--- src/hdl/udp_dispatch_pkg.sv ---
package udp_dispatch_pkg;

    // served inbound ports ('Ta', 'Tn', 'Tc')
    localparam logic [15:0] ACK_PORT  = 16'd21601;
    localparam logic [15:0] NACK_PORT = 16'd21614;
    localparam logic [15:0] CTRL_PORT = 16'd21603;

    localparam int PAYLOAD_W = 64;
    localparam int ACKNACK_W = 48;

    // result of the port decode, also used as the word kind after execute
    typedef enum logic [1:0] {
        CLASS_NONE = 2'd0,
        CLASS_ACK  = 2'd1,
        CLASS_NACK = 2'd2,
        CLASS_CTRL = 2'd3
    } port_class_t;

    // ack view of an acknack word
    typedef struct packed {
        logic        allow;
        logic [14:0] rsvd;
        logic [11:0] addr;
        logic [19:0] low;
    } ack_view_t;

    // nack view of an acknack word
    typedef struct packed {
        logic        rsvd_hi;
        logic        full;
        logic [13:0] rsvd;
        logic [31:0] addr_len;
    } nack_view_t;

    typedef union packed {
        ack_view_t  ack;
        nack_view_t nack;
    } acknack_word_t;

    // register word indices on the wishbone side
    localparam logic [2:0] REG_CTRL       = 3'd0;
    localparam logic [2:0] REG_ACK_CNT    = 3'd1;
    localparam logic [2:0] REG_ALLOW_CNT  = 3'd2;
    localparam logic [2:0] REG_NACK_CNT   = 3'd3;
    localparam logic [2:0] REG_FULL_CNT   = 3'd4;
    localparam logic [2:0] REG_REJECT_CNT = 3'd5;

endpackage
--- src/hdl/udp_dispatch_top.sv ---
module udp_dispatch_top #(
    parameter logic [udp_dispatch_pkg::PAYLOAD_W-1:0] ACK_CHECK  = 64'h800000FF_FFF00000,
    parameter logic [udp_dispatch_pkg::PAYLOAD_W-1:0] NACK_CHECK = 64'h000040FF_FFFFFFFF
) (
    input  logic                                      wb_clk_i,
    input  logic                                      arst_n_i,
    input  logic                                      s_valid_i,
    output logic                                      s_ready_o,
    input  logic [15:0]                               s_port_i,
    input  logic [udp_dispatch_pkg::PAYLOAD_W-1:0]    s_payload_i,
    output logic                                      m_ack_valid_o,
    input  logic                                      m_ack_ready_i,
    output logic [udp_dispatch_pkg::ACKNACK_W-1:0]    m_ack_word_o,
    output logic                                      m_nack_valid_o,
    input  logic                                      m_nack_ready_i,
    output logic [udp_dispatch_pkg::ACKNACK_W-1:0]    m_nack_word_o,
    input  logic                                      wb_cyc_i,
    input  logic                                      wb_stb_i,
    input  logic                                      wb_we_i,
    input  logic [2:0]                                wb_adr_i,
    input  logic [31:0]                               wb_dat_i,
    input  logic [3:0]                                wb_sel_i,
    output logic                                      wb_ack_o,
    output logic [31:0]                               wb_dat_o
);

    logic                                    stall;
    logic                                    event_open;
    logic                                    dec_valid;
    udp_dispatch_pkg::port_class_t           dec_class;
    logic [udp_dispatch_pkg::PAYLOAD_W-1:0]  dec_payload;
    logic                                    ex_valid;
    udp_dispatch_pkg::port_class_t           ex_kind;
    udp_dispatch_pkg::acknack_word_t         ex_word;
    logic                                    ex_reject;

    udp_port_decode i_udp_port_decode (
        .wb_clk_i      (wb_clk_i),
        .arst_n_i      (arst_n_i),
        .s_valid_i     (s_valid_i),
        .s_ready_o     (s_ready_o),
        .s_port_i      (s_port_i),
        .s_payload_i   (s_payload_i),
        .stall_i       (stall),
        .dec_valid_o   (dec_valid),
        .dec_class_o   (dec_class),
        .dec_payload_o (dec_payload)
    );

    // check masks are chosen here and applied in execute
    acknack_execute #(
        .ACK_CHECK  (ACK_CHECK),
        .NACK_CHECK (NACK_CHECK)
    ) i_acknack_execute (
        .wb_clk_i      (wb_clk_i),
        .arst_n_i      (arst_n_i),
        .dec_valid_i   (dec_valid),
        .dec_class_i   (dec_class),
        .dec_payload_i (dec_payload),
        .event_open_i  (event_open),
        .stall_i       (stall),
        .ex_valid_o    (ex_valid),
        .ex_kind_o     (ex_kind),
        .ex_word_o     (ex_word),
        .ex_reject_o   (ex_reject)
    );

    acknack_result i_acknack_result (
        .wb_clk_i       (wb_clk_i),
        .arst_n_i       (arst_n_i),
        .ex_valid_i     (ex_valid),
        .ex_kind_i      (ex_kind),
        .ex_word_i      (ex_word),
        .ex_reject_i    (ex_reject),
        .m_ack_valid_o  (m_ack_valid_o),
        .m_ack_ready_i  (m_ack_ready_i),
        .m_ack_word_o   (m_ack_word_o),
        .m_nack_valid_o (m_nack_valid_o),
        .m_nack_ready_i (m_nack_ready_i),
        .m_nack_word_o  (m_nack_word_o),
        .stall_o        (stall),
        .event_open_o   (event_open),
        .wb_cyc_i       (wb_cyc_i),
        .wb_stb_i       (wb_stb_i),
        .wb_we_i        (wb_we_i),
        .wb_adr_i       (wb_adr_i),
        .wb_dat_i       (wb_dat_i),
        .wb_sel_i       (wb_sel_i),
        .wb_ack_o       (wb_ack_o),
        .wb_dat_o       (wb_dat_o)
    );

endmodule

--- src/hdl/acknack_result.sv ---
module acknack_result (
    input  logic                                      wb_clk_i,
    input  logic                                      arst_n_i,
    input  logic                                      ex_valid_i,
    input  udp_dispatch_pkg::port_class_t             ex_kind_i,
    input  udp_dispatch_pkg::acknack_word_t           ex_word_i,
    input  logic                                      ex_reject_i,
    output logic                                      m_ack_valid_o,
    input  logic                                      m_ack_ready_i,
    output logic [udp_dispatch_pkg::ACKNACK_W-1:0]    m_ack_word_o,
    output logic                                      m_nack_valid_o,
    input  logic                                      m_nack_ready_i,
    output logic [udp_dispatch_pkg::ACKNACK_W-1:0]    m_nack_word_o,
    output logic                                      stall_o,
    output logic                                      event_open_o,
    input  logic                                      wb_cyc_i,
    input  logic                                      wb_stb_i,
    input  logic                                      wb_we_i,
    input  logic [2:0]                                wb_adr_i,
    input  logic [31:0]                               wb_dat_i,
    input  logic [3:0]                                wb_sel_i,
    output logic                                      wb_ack_o,
    output logic [31:0]                               wb_dat_o
);

    localparam int NCNT = 5;

    logic              adv;
    logic              bus_access;
    logic              bus_wr;
    logic [NCNT-1:0]   inc;
    logic [NCNT-1:0]   clr;
    logic [31:0]       cnt_q [NCNT];
    logic [31:0]       rd_data;

    // a full output slot whose consumer is not ready holds the whole pipe
    assign stall_o = (m_ack_valid_o && !m_ack_ready_i) || (m_nack_valid_o && !m_nack_ready_i);
    assign adv     = ex_valid_i && !stall_o;

    always_ff @(posedge wb_clk_i or negedge arst_n_i) begin
        if (!arst_n_i) begin
            m_ack_valid_o  <= 1'b0;
            m_nack_valid_o <= 1'b0;
        end else begin
            if (adv && ex_kind_i == udp_dispatch_pkg::CLASS_ACK) begin
                m_ack_valid_o <= 1'b1;
            end else if (m_ack_ready_i) begin
                m_ack_valid_o <= 1'b0;
            end
            if (adv && ex_kind_i == udp_dispatch_pkg::CLASS_NACK) begin
                m_nack_valid_o <= 1'b1;
            end else if (m_nack_ready_i) begin
                m_nack_valid_o <= 1'b0;
            end
        end
    end

    always_ff @(posedge wb_clk_i) begin
        if (adv && ex_kind_i == udp_dispatch_pkg::CLASS_ACK) begin
            m_ack_word_o <= ex_word_i;
        end
        if (adv && ex_kind_i == udp_dispatch_pkg::CLASS_NACK) begin
            m_nack_word_o <= ex_word_i;
        end
    end

    // one access per strobe, ack for a single cycle
    assign bus_access = wb_cyc_i && wb_stb_i && !wb_ack_o;
    assign bus_wr     = bus_access && wb_we_i;

    // counter slot i is register word i+1
    assign inc[0] = adv && ex_kind_i == udp_dispatch_pkg::CLASS_ACK;
    assign inc[1] = inc[0] && ex_word_i.ack.allow;
    assign inc[2] = adv && ex_kind_i == udp_dispatch_pkg::CLASS_NACK;
    assign inc[3] = inc[2] && ex_word_i.nack.full;
    assign inc[4] = adv && ex_reject_i;

    always_comb begin
        for (int i = 0; i < NCNT; i++) begin
            clr[i] = bus_wr && (wb_sel_i != 4'h0) && (wb_adr_i == 3'(i + 1));
        end
    end

    always_ff @(posedge wb_clk_i or negedge arst_n_i) begin
        if (!arst_n_i) begin
            for (int i = 0; i < NCNT; i++) begin
                cnt_q[i] <= '0;
            end
        end else begin
            for (int i = 0; i < NCNT; i++) begin
                if (clr[i]) begin
                    cnt_q[i] <= '0;
                end else if (inc[i] && cnt_q[i] != '1) begin
                    cnt_q[i] <= cnt_q[i] + 32'd1;
                end
            end
        end
    end

    // bus write beats a control word landing in the same cycle
    always_ff @(posedge wb_clk_i or negedge arst_n_i) begin
        if (!arst_n_i) begin
            event_open_o <= 1'b0;
            wb_ack_o     <= 1'b0;
        end else begin
            if (bus_wr && wb_sel_i[0] && wb_adr_i == udp_dispatch_pkg::REG_CTRL) begin
                event_open_o <= wb_dat_i[0];
            end else if (adv && ex_kind_i == udp_dispatch_pkg::CLASS_CTRL) begin
                event_open_o <= ex_word_i[0];
            end
            wb_ack_o <= wb_cyc_i && wb_stb_i && !wb_ack_o;
        end
    end

    always_comb begin
        rd_data = '0;
        if (wb_adr_i == udp_dispatch_pkg::REG_CTRL) begin
            rd_data[0] = event_open_o;
        end else if (wb_adr_i <= udp_dispatch_pkg::REG_REJECT_CNT) begin
            rd_data = cnt_q[wb_adr_i - 3'd1];
        end
    end

    always_ff @(posedge wb_clk_i) begin
        if (bus_access && !wb_we_i) begin
            wb_dat_o <= rd_data;
        end
    end

endmodule

--- src/hdl/acknack_execute.sv ---
module acknack_execute #(
    parameter logic [udp_dispatch_pkg::PAYLOAD_W-1:0] ACK_CHECK  = 64'h800000FF_FFF00000,
    parameter logic [udp_dispatch_pkg::PAYLOAD_W-1:0] NACK_CHECK = 64'h000040FF_FFFFFFFF
) (
    input  logic                                      wb_clk_i,
    input  logic                                      arst_n_i,
    input  logic                                      dec_valid_i,
    input  udp_dispatch_pkg::port_class_t             dec_class_i,
    input  logic [udp_dispatch_pkg::PAYLOAD_W-1:0]    dec_payload_i,
    input  logic                                      event_open_i,
    input  logic                                      stall_i,
    output logic                                      ex_valid_o,
    output udp_dispatch_pkg::port_class_t             ex_kind_o,
    output udp_dispatch_pkg::acknack_word_t           ex_word_o,
    output logic                                      ex_reject_o
);

    logic                              ack_clean;
    logic                              nack_clean;
    udp_dispatch_pkg::acknack_word_t   repacked;
    udp_dispatch_pkg::port_class_t     kind_d;
    udp_dispatch_pkg::acknack_word_t   word_d;
    logic                              reject_d;

    // stray bits outside the mask disqualify the payload
    assign ack_clean  = (dec_payload_i & ~ACK_CHECK) == '0;
    assign nack_clean = (dec_payload_i & ~NACK_CHECK) == '0;

    // top payload bit becomes bit 47, the rest of the word is taken straight
    assign repacked = {dec_payload_i[udp_dispatch_pkg::PAYLOAD_W-1],
                       dec_payload_i[udp_dispatch_pkg::ACKNACK_W-2:0]};

    always_comb begin
        kind_d   = udp_dispatch_pkg::CLASS_NONE;
        word_d   = '0;
        reject_d = 1'b0;
        case (dec_class_i)
            udp_dispatch_pkg::CLASS_ACK: begin
                if (event_open_i && ack_clean) begin
                    kind_d = udp_dispatch_pkg::CLASS_ACK;
                    word_d = repacked;
                end else begin
                    reject_d = 1'b1;
                end
            end
            udp_dispatch_pkg::CLASS_NACK: begin
                if (event_open_i && nack_clean) begin
                    kind_d = udp_dispatch_pkg::CLASS_NACK;
                    word_d = repacked;
                end else begin
                    reject_d = 1'b1;
                end
            end
            udp_dispatch_pkg::CLASS_CTRL: begin
                // control only carries the open/close bit
                kind_d    = udp_dispatch_pkg::CLASS_CTRL;
                word_d[0] = dec_payload_i[0];
            end
            default: begin
                reject_d = 1'b1;
            end
        endcase
    end

    always_ff @(posedge wb_clk_i or negedge arst_n_i) begin
        if (!arst_n_i) begin
            ex_valid_o <= 1'b0;
        end else if (!stall_i) begin
            ex_valid_o <= dec_valid_i;
        end
    end

    // event_open_i is sampled here, so later flag changes do not reach this word
    always_ff @(posedge wb_clk_i) begin
        if (!stall_i) begin
            ex_kind_o   <= kind_d;
            ex_word_o   <= word_d;
            ex_reject_o <= reject_d;
        end
    end

endmodule

--- src/hdl/udp_port_decode.sv ---
module udp_port_decode (
    input  logic                                      wb_clk_i,
    input  logic                                      arst_n_i,
    input  logic                                      s_valid_i,
    output logic                                      s_ready_o,
    input  logic [15:0]                               s_port_i,
    input  logic [udp_dispatch_pkg::PAYLOAD_W-1:0]    s_payload_i,
    input  logic                                      stall_i,
    output logic                                      dec_valid_o,
    output udp_dispatch_pkg::port_class_t             dec_class_o,
    output logic [udp_dispatch_pkg::PAYLOAD_W-1:0]    dec_payload_o
);

    udp_dispatch_pkg::port_class_t port_class;

    // exact match against the served ports, anything else is unmatched
    always_comb begin
        case (s_port_i)
            udp_dispatch_pkg::ACK_PORT: begin
                port_class = udp_dispatch_pkg::CLASS_ACK;
            end
            udp_dispatch_pkg::NACK_PORT: begin
                port_class = udp_dispatch_pkg::CLASS_NACK;
            end
            udp_dispatch_pkg::CTRL_PORT: begin
                port_class = udp_dispatch_pkg::CLASS_CTRL;
            end
            default: begin
                port_class = udp_dispatch_pkg::CLASS_NONE;
            end
        endcase
    end

    // whole pipe holds together, so we take a word whenever not stalled
    assign s_ready_o = !stall_i;

    always_ff @(posedge wb_clk_i or negedge arst_n_i) begin
        if (!arst_n_i) begin
            dec_valid_o <= 1'b0;
        end else if (!stall_i) begin
            dec_valid_o <= s_valid_i;
        end
    end

    // class travels with the payload, qualified by dec_valid_o
    always_ff @(posedge wb_clk_i) begin
        if (!stall_i) begin
            dec_class_o   <= port_class;
            dec_payload_o <= s_payload_i;
        end
    end

endmodule

--- config.mk ---
export PLATFORM = sky130hd
export DESIGN_NAME = udp_dispatch_top
export DESIGN_NICKNAME = d
export VERILOG_FILES = /design/src/hdl/udp_dispatch_pkg.sv /design/src/hdl/udp_dispatch_top.sv /design/src/hdl/acknack_result.sv /design/src/hdl/acknack_execute.sv /design/src/hdl/udp_port_decode.sv
export SDC_FILE = /design/constraint.sdc
export NUM_CORES = 1
export LEC_CHECK = 0
export ABC_CLOCK_PERIOD_IN_PS = 12400
export BUFFER_PORTS_ARGS = -buffer_cell sky130_fd_sc_hd__buf_2
export CORE_MARGIN = 1
export CORE_UTILIZATION = 60
export CTS_BUF_LIST = sky130_fd_sc_hd__clkbuf_8
export CTS_CLUSTER_SIZE = 10
export DETAILED_ROUTE_END_ITERATION = 8
export HOLD_SLACK_MARGIN = 0.02
export PLACE_DENSITY = 0.83
export SYNTH_ARGS = -nofsm -noshare
export SYNTH_HDL_FRONTEND = slang
export SYNTH_SLANG_ARGS = --single-unit
--- constraint.sdc ---
create_clock -name wb_clk_i -period 12.4 [get_ports wb_clk_i]
set_input_delay 2.48 -clock wb_clk_i [delete_from_list [all_inputs] [get_ports wb_clk_i]]
set_output_delay 2.48 -clock wb_clk_i [all_outputs]
set_load 0.05 [all_outputs]
==> reports/qor.yml <==
drt:
  drt-initial-drc-count: 1870
  ant_nets: 0
  first_pass_iters: 6
  viasPerCell: 6.51
  routedWlPerCell_um: 21.1
  vias: 14500
  drc: 0
  drt-total-wl_um: 46800
yosys:
  synth_seq_cells: 411
  synth_edf_count: 245
  synthDistinctLibCells: 60
  syn_area_sq_um: 18600
  yosysSeqAreaShare: 0.618
  yosys_warnings: 0
  ys_async_sr_fraction: 0.404
  avgSynthCellArea_sq_um: 12.2
  synthCells: 1527
  synth_flop_cell: "edfxtp_1"
clock_tree:
  clock_path_buffers: 3
  cts_made_buffers: 67
  insertion_delay_ns: 0.60
  root_buffer: "clkbuf_8"
  cts_tree: "built"
  clkTransAtPathRegs_ns: 0.06
  cts_htree_levels: 3
  hold_buffers: 0
  cts_setup_buffers: 0
  clock_sinks: 411
  post_cts_resized: 0
power_and_ir_drop:
  internal_power_uw: 2280
  p_leak_uw: 0.00837
  power_density_nw_per_um2: 147
  comb_power_share: 0.104
  peakVddDrop_mv: 0.146
  power_frac_seq: 0.541
  power_switching_uw: 868
  pwr-share-clk: 0.355
  switching_share: 0.276
placed_design:
  place_inst: 2099
  gp_congestion: 0.944
  hpwl_um: 31800
  pre_cts_ws_ns: 5.97
  portBuffers: 227
global_routing:
  grt_usage: 0.299
  grt_start_max_net_pins: 94
  grt_pass1_wl_um: 73000
  overflow: 0
  grt_pass1_vias: 13600
  antenna_found_initial: 4
critical_path:
  cp.depth: 6
  rr_worst_depth: 6
  crit_slowest_cell: "buf_4"
  crit_arrival_ns: 3.95
  crit_chain: "buf_2, nor2b_1, buf_4, nor2_4, buf_4, buf_2"
  path_buf_inv: 4
  crit_end: "s_ready_o"
  endpoint_kind: "output pin"
  crit_start: "m_nack_ready_i"
  crit_path_start_kind: "input port"
  reg2reg_from: "i_acknack_execute.ex_kind_o[0]$_DFFE_PN_"
  r2r_setup_slack_ns: 8.96
  crit_family: "buffers and inverters"
  critPathMaxFanout: 63
  r2r-end: "i_acknack_result.cnt_q[84]$_DFFE_PN0P_"
  timing_worst_setup_path_type: "input port to output pin"
  crit_required_ns: 9.92
  max_stage_delay_ns: 0.63
finish:
  drive_gt1_frac: 0.215
  fillerInstances: 2140
  final_cells: 2220
  nets: 1913
  final_common_cell: "edfxtp_1"
  area_growth_pct: 14.9
  mostFrequentLayoutCells: "245 x edfxtp_1, 226 x buf_2, 166 x dfrtp_1, 124 x a21oi_1, 103 x nand2_1"
  fin_util: 0.700
floorplanning:
  die_w_um: 178
  core_area_sq_um: 30600
  die-area_sq_um: 31800
  die_height_um: 178
  fp-row-count: 64
  start_util: 0.609
  ios: 259
sta:
  fin_crit_sh: 0.518
  clock-skew-final_ns: 0.0282
  final_hold_viol_count: 0
  rsz0062_at_grt: "no"
  setup_slack_ns: 5.97
  worst_pin_slew_ns: 1.32
  slew_headroom: 0.123
  totalNegativeSetupSlack_ns: 0
  final-setup-viol-count: 0
  clock.fmax_ghz: 0.156
  slew_viol_final: 0
  whs_ns: 0.440
  period_minus_slack_ns: 6.43
worst_hold_path:
  hold_path_class: "flip-flop to flip-flop"
  hold_path_depth: 0
job:
  drv_cap: 0
status:
  status: "completed"
-- how the worst min path moves through the flow --
stage	slack, ns	end	start
after detailed placement	0.43	i_acknack_result.m_nack_word_o[13]$_DFFE_PP_	i_acknack_execute.ex_word_o[13]$_DFFE_PN_
after CTS	0.44	i_acknack_result.m_ack_word_o[39]$_DFFE_PP_	i_acknack_execute.ex_word_o[39]$_DFFE_PN_
final	0.44	i_acknack_result.m_ack_word_o[13]$_DFFE_PP_	i_acknack_execute.ex_word_o[13]$_DFFE_PN_
after global routing	0.45	i_acknack_result.m_ack_word_o[31]$_DFFE_PP_	i_acknack_execute.ex_word_o[31]$_DFFE_PN_
after global placement	0.42	i_acknack_result.m_nack_word_o[30]$_DFFE_PP_	i_acknack_execute.ex_word_o[30]$_DFFE_PN_
after floorplan	0.42	i_acknack_result.m_ack_word_o[10]$_DFFE_PP_	i_acknack_execute.ex_word_o[10]$_DFFE_PN_
-- Yosys cell counts (31+ instances only) --
cell type | number | area, sq um
a21oi_1 | 124 | 621
a22oi_1 | 31 | 233
and2_1 | 52 | 325
clkbuf_1 | 52 | 195
dfrtp_1 | 166 | 4150
edfxtp_1 | 245 | 7360
mux4_2 | 31 | 698
nand2_1 | 103 | 387
nand3_1 | 58 | 290
nand4_1 | 65 | 407
nor2_1 | 84 | 315
o21ai_0 | 59 | 295
o31ai_1 | 55 | 413
or3_1 | 64 | 400
or4_1 | 73 | 548
-- power by group through the flow --
stage / Sequential, uW / Combinational (uW) / Clock (uW)
6_report: 1700 / 327 / 1120
5_1_grt: 1710 / 353 / 1190
4_1_cts: 1700 / 325 / 1130
3_5_place_dp: 1720 / 324 / 0
3_3_place_gp: 1710 / 315 / 0
2_1_floorplan: 1770 / 159 / 0
-- sequential cells by signal (all words and copies together), names as in the netlist, 2 cells and up --
name / count
i_udp_port_decode.dec_payload_o: 64
i_acknack_result.m_ack_word_o: 48
i_acknack_result.wb_dat_o: 32
i_acknack_result.m_nack_word_o: 48
i_acknack_execute.ex_word_o: 48
i_acknack_execute.ex_kind_o: 2
i_udp_port_decode.dec_class_o: 2
i_acknack_result.cnt_q: 160
-- cells by family (layout without fill, tap and decap cells) --
family,count (synthesis),in the layout,share of synthesized area
AO/OA/AOI/OAI,332,332,0.109
XOR/XNOR,14,14,0.00658
adder cells (fa/ha/maj),14,14,0.00940
buffers and inverters,100,389,0.0228
flip-flops,411,411,0.618
multiplexers,41,41,0.0431
other,1,9,0.000201
AND/OR/NAND/NOR,614,614,0.191
-- per-stage QoR --
step	power, uW	instance area, sq um
6_report	3150	21400
5_1_grt	3260	21400
4_1_cts	3160	21400
3_5_place_dp	2050	20100
3_3_place_gp	2030	20100
2_1_floorplan	1930	18700
-- layout make-up --
type,count,area [sq um],share of cell area
well taps,396,495,0.0231
diodes,3,7.51,0.000351
inverters,27,101,0.00473
flip-flops and latches,411,11500,0.538
multi-input cells,1021,6770,0.316
clock buffers,74,1020,0.0476
clock inverters,44,239,0.0112
repair buffers,244,1270,0.0593
-- routing by layer --
metal  part of all wire  routed length, um  up-vias  track usage
li1                   -                  -     6502            -
met1               0.38              17800     7063        0.394
met2               0.49              23000      761        0.494
met3              0.093               4360      136       0.0610
met4              0.035               1640        0        0.105
met5                  0                  0        -            0
No activity file was read; power rests on OpenSTA's default activity.
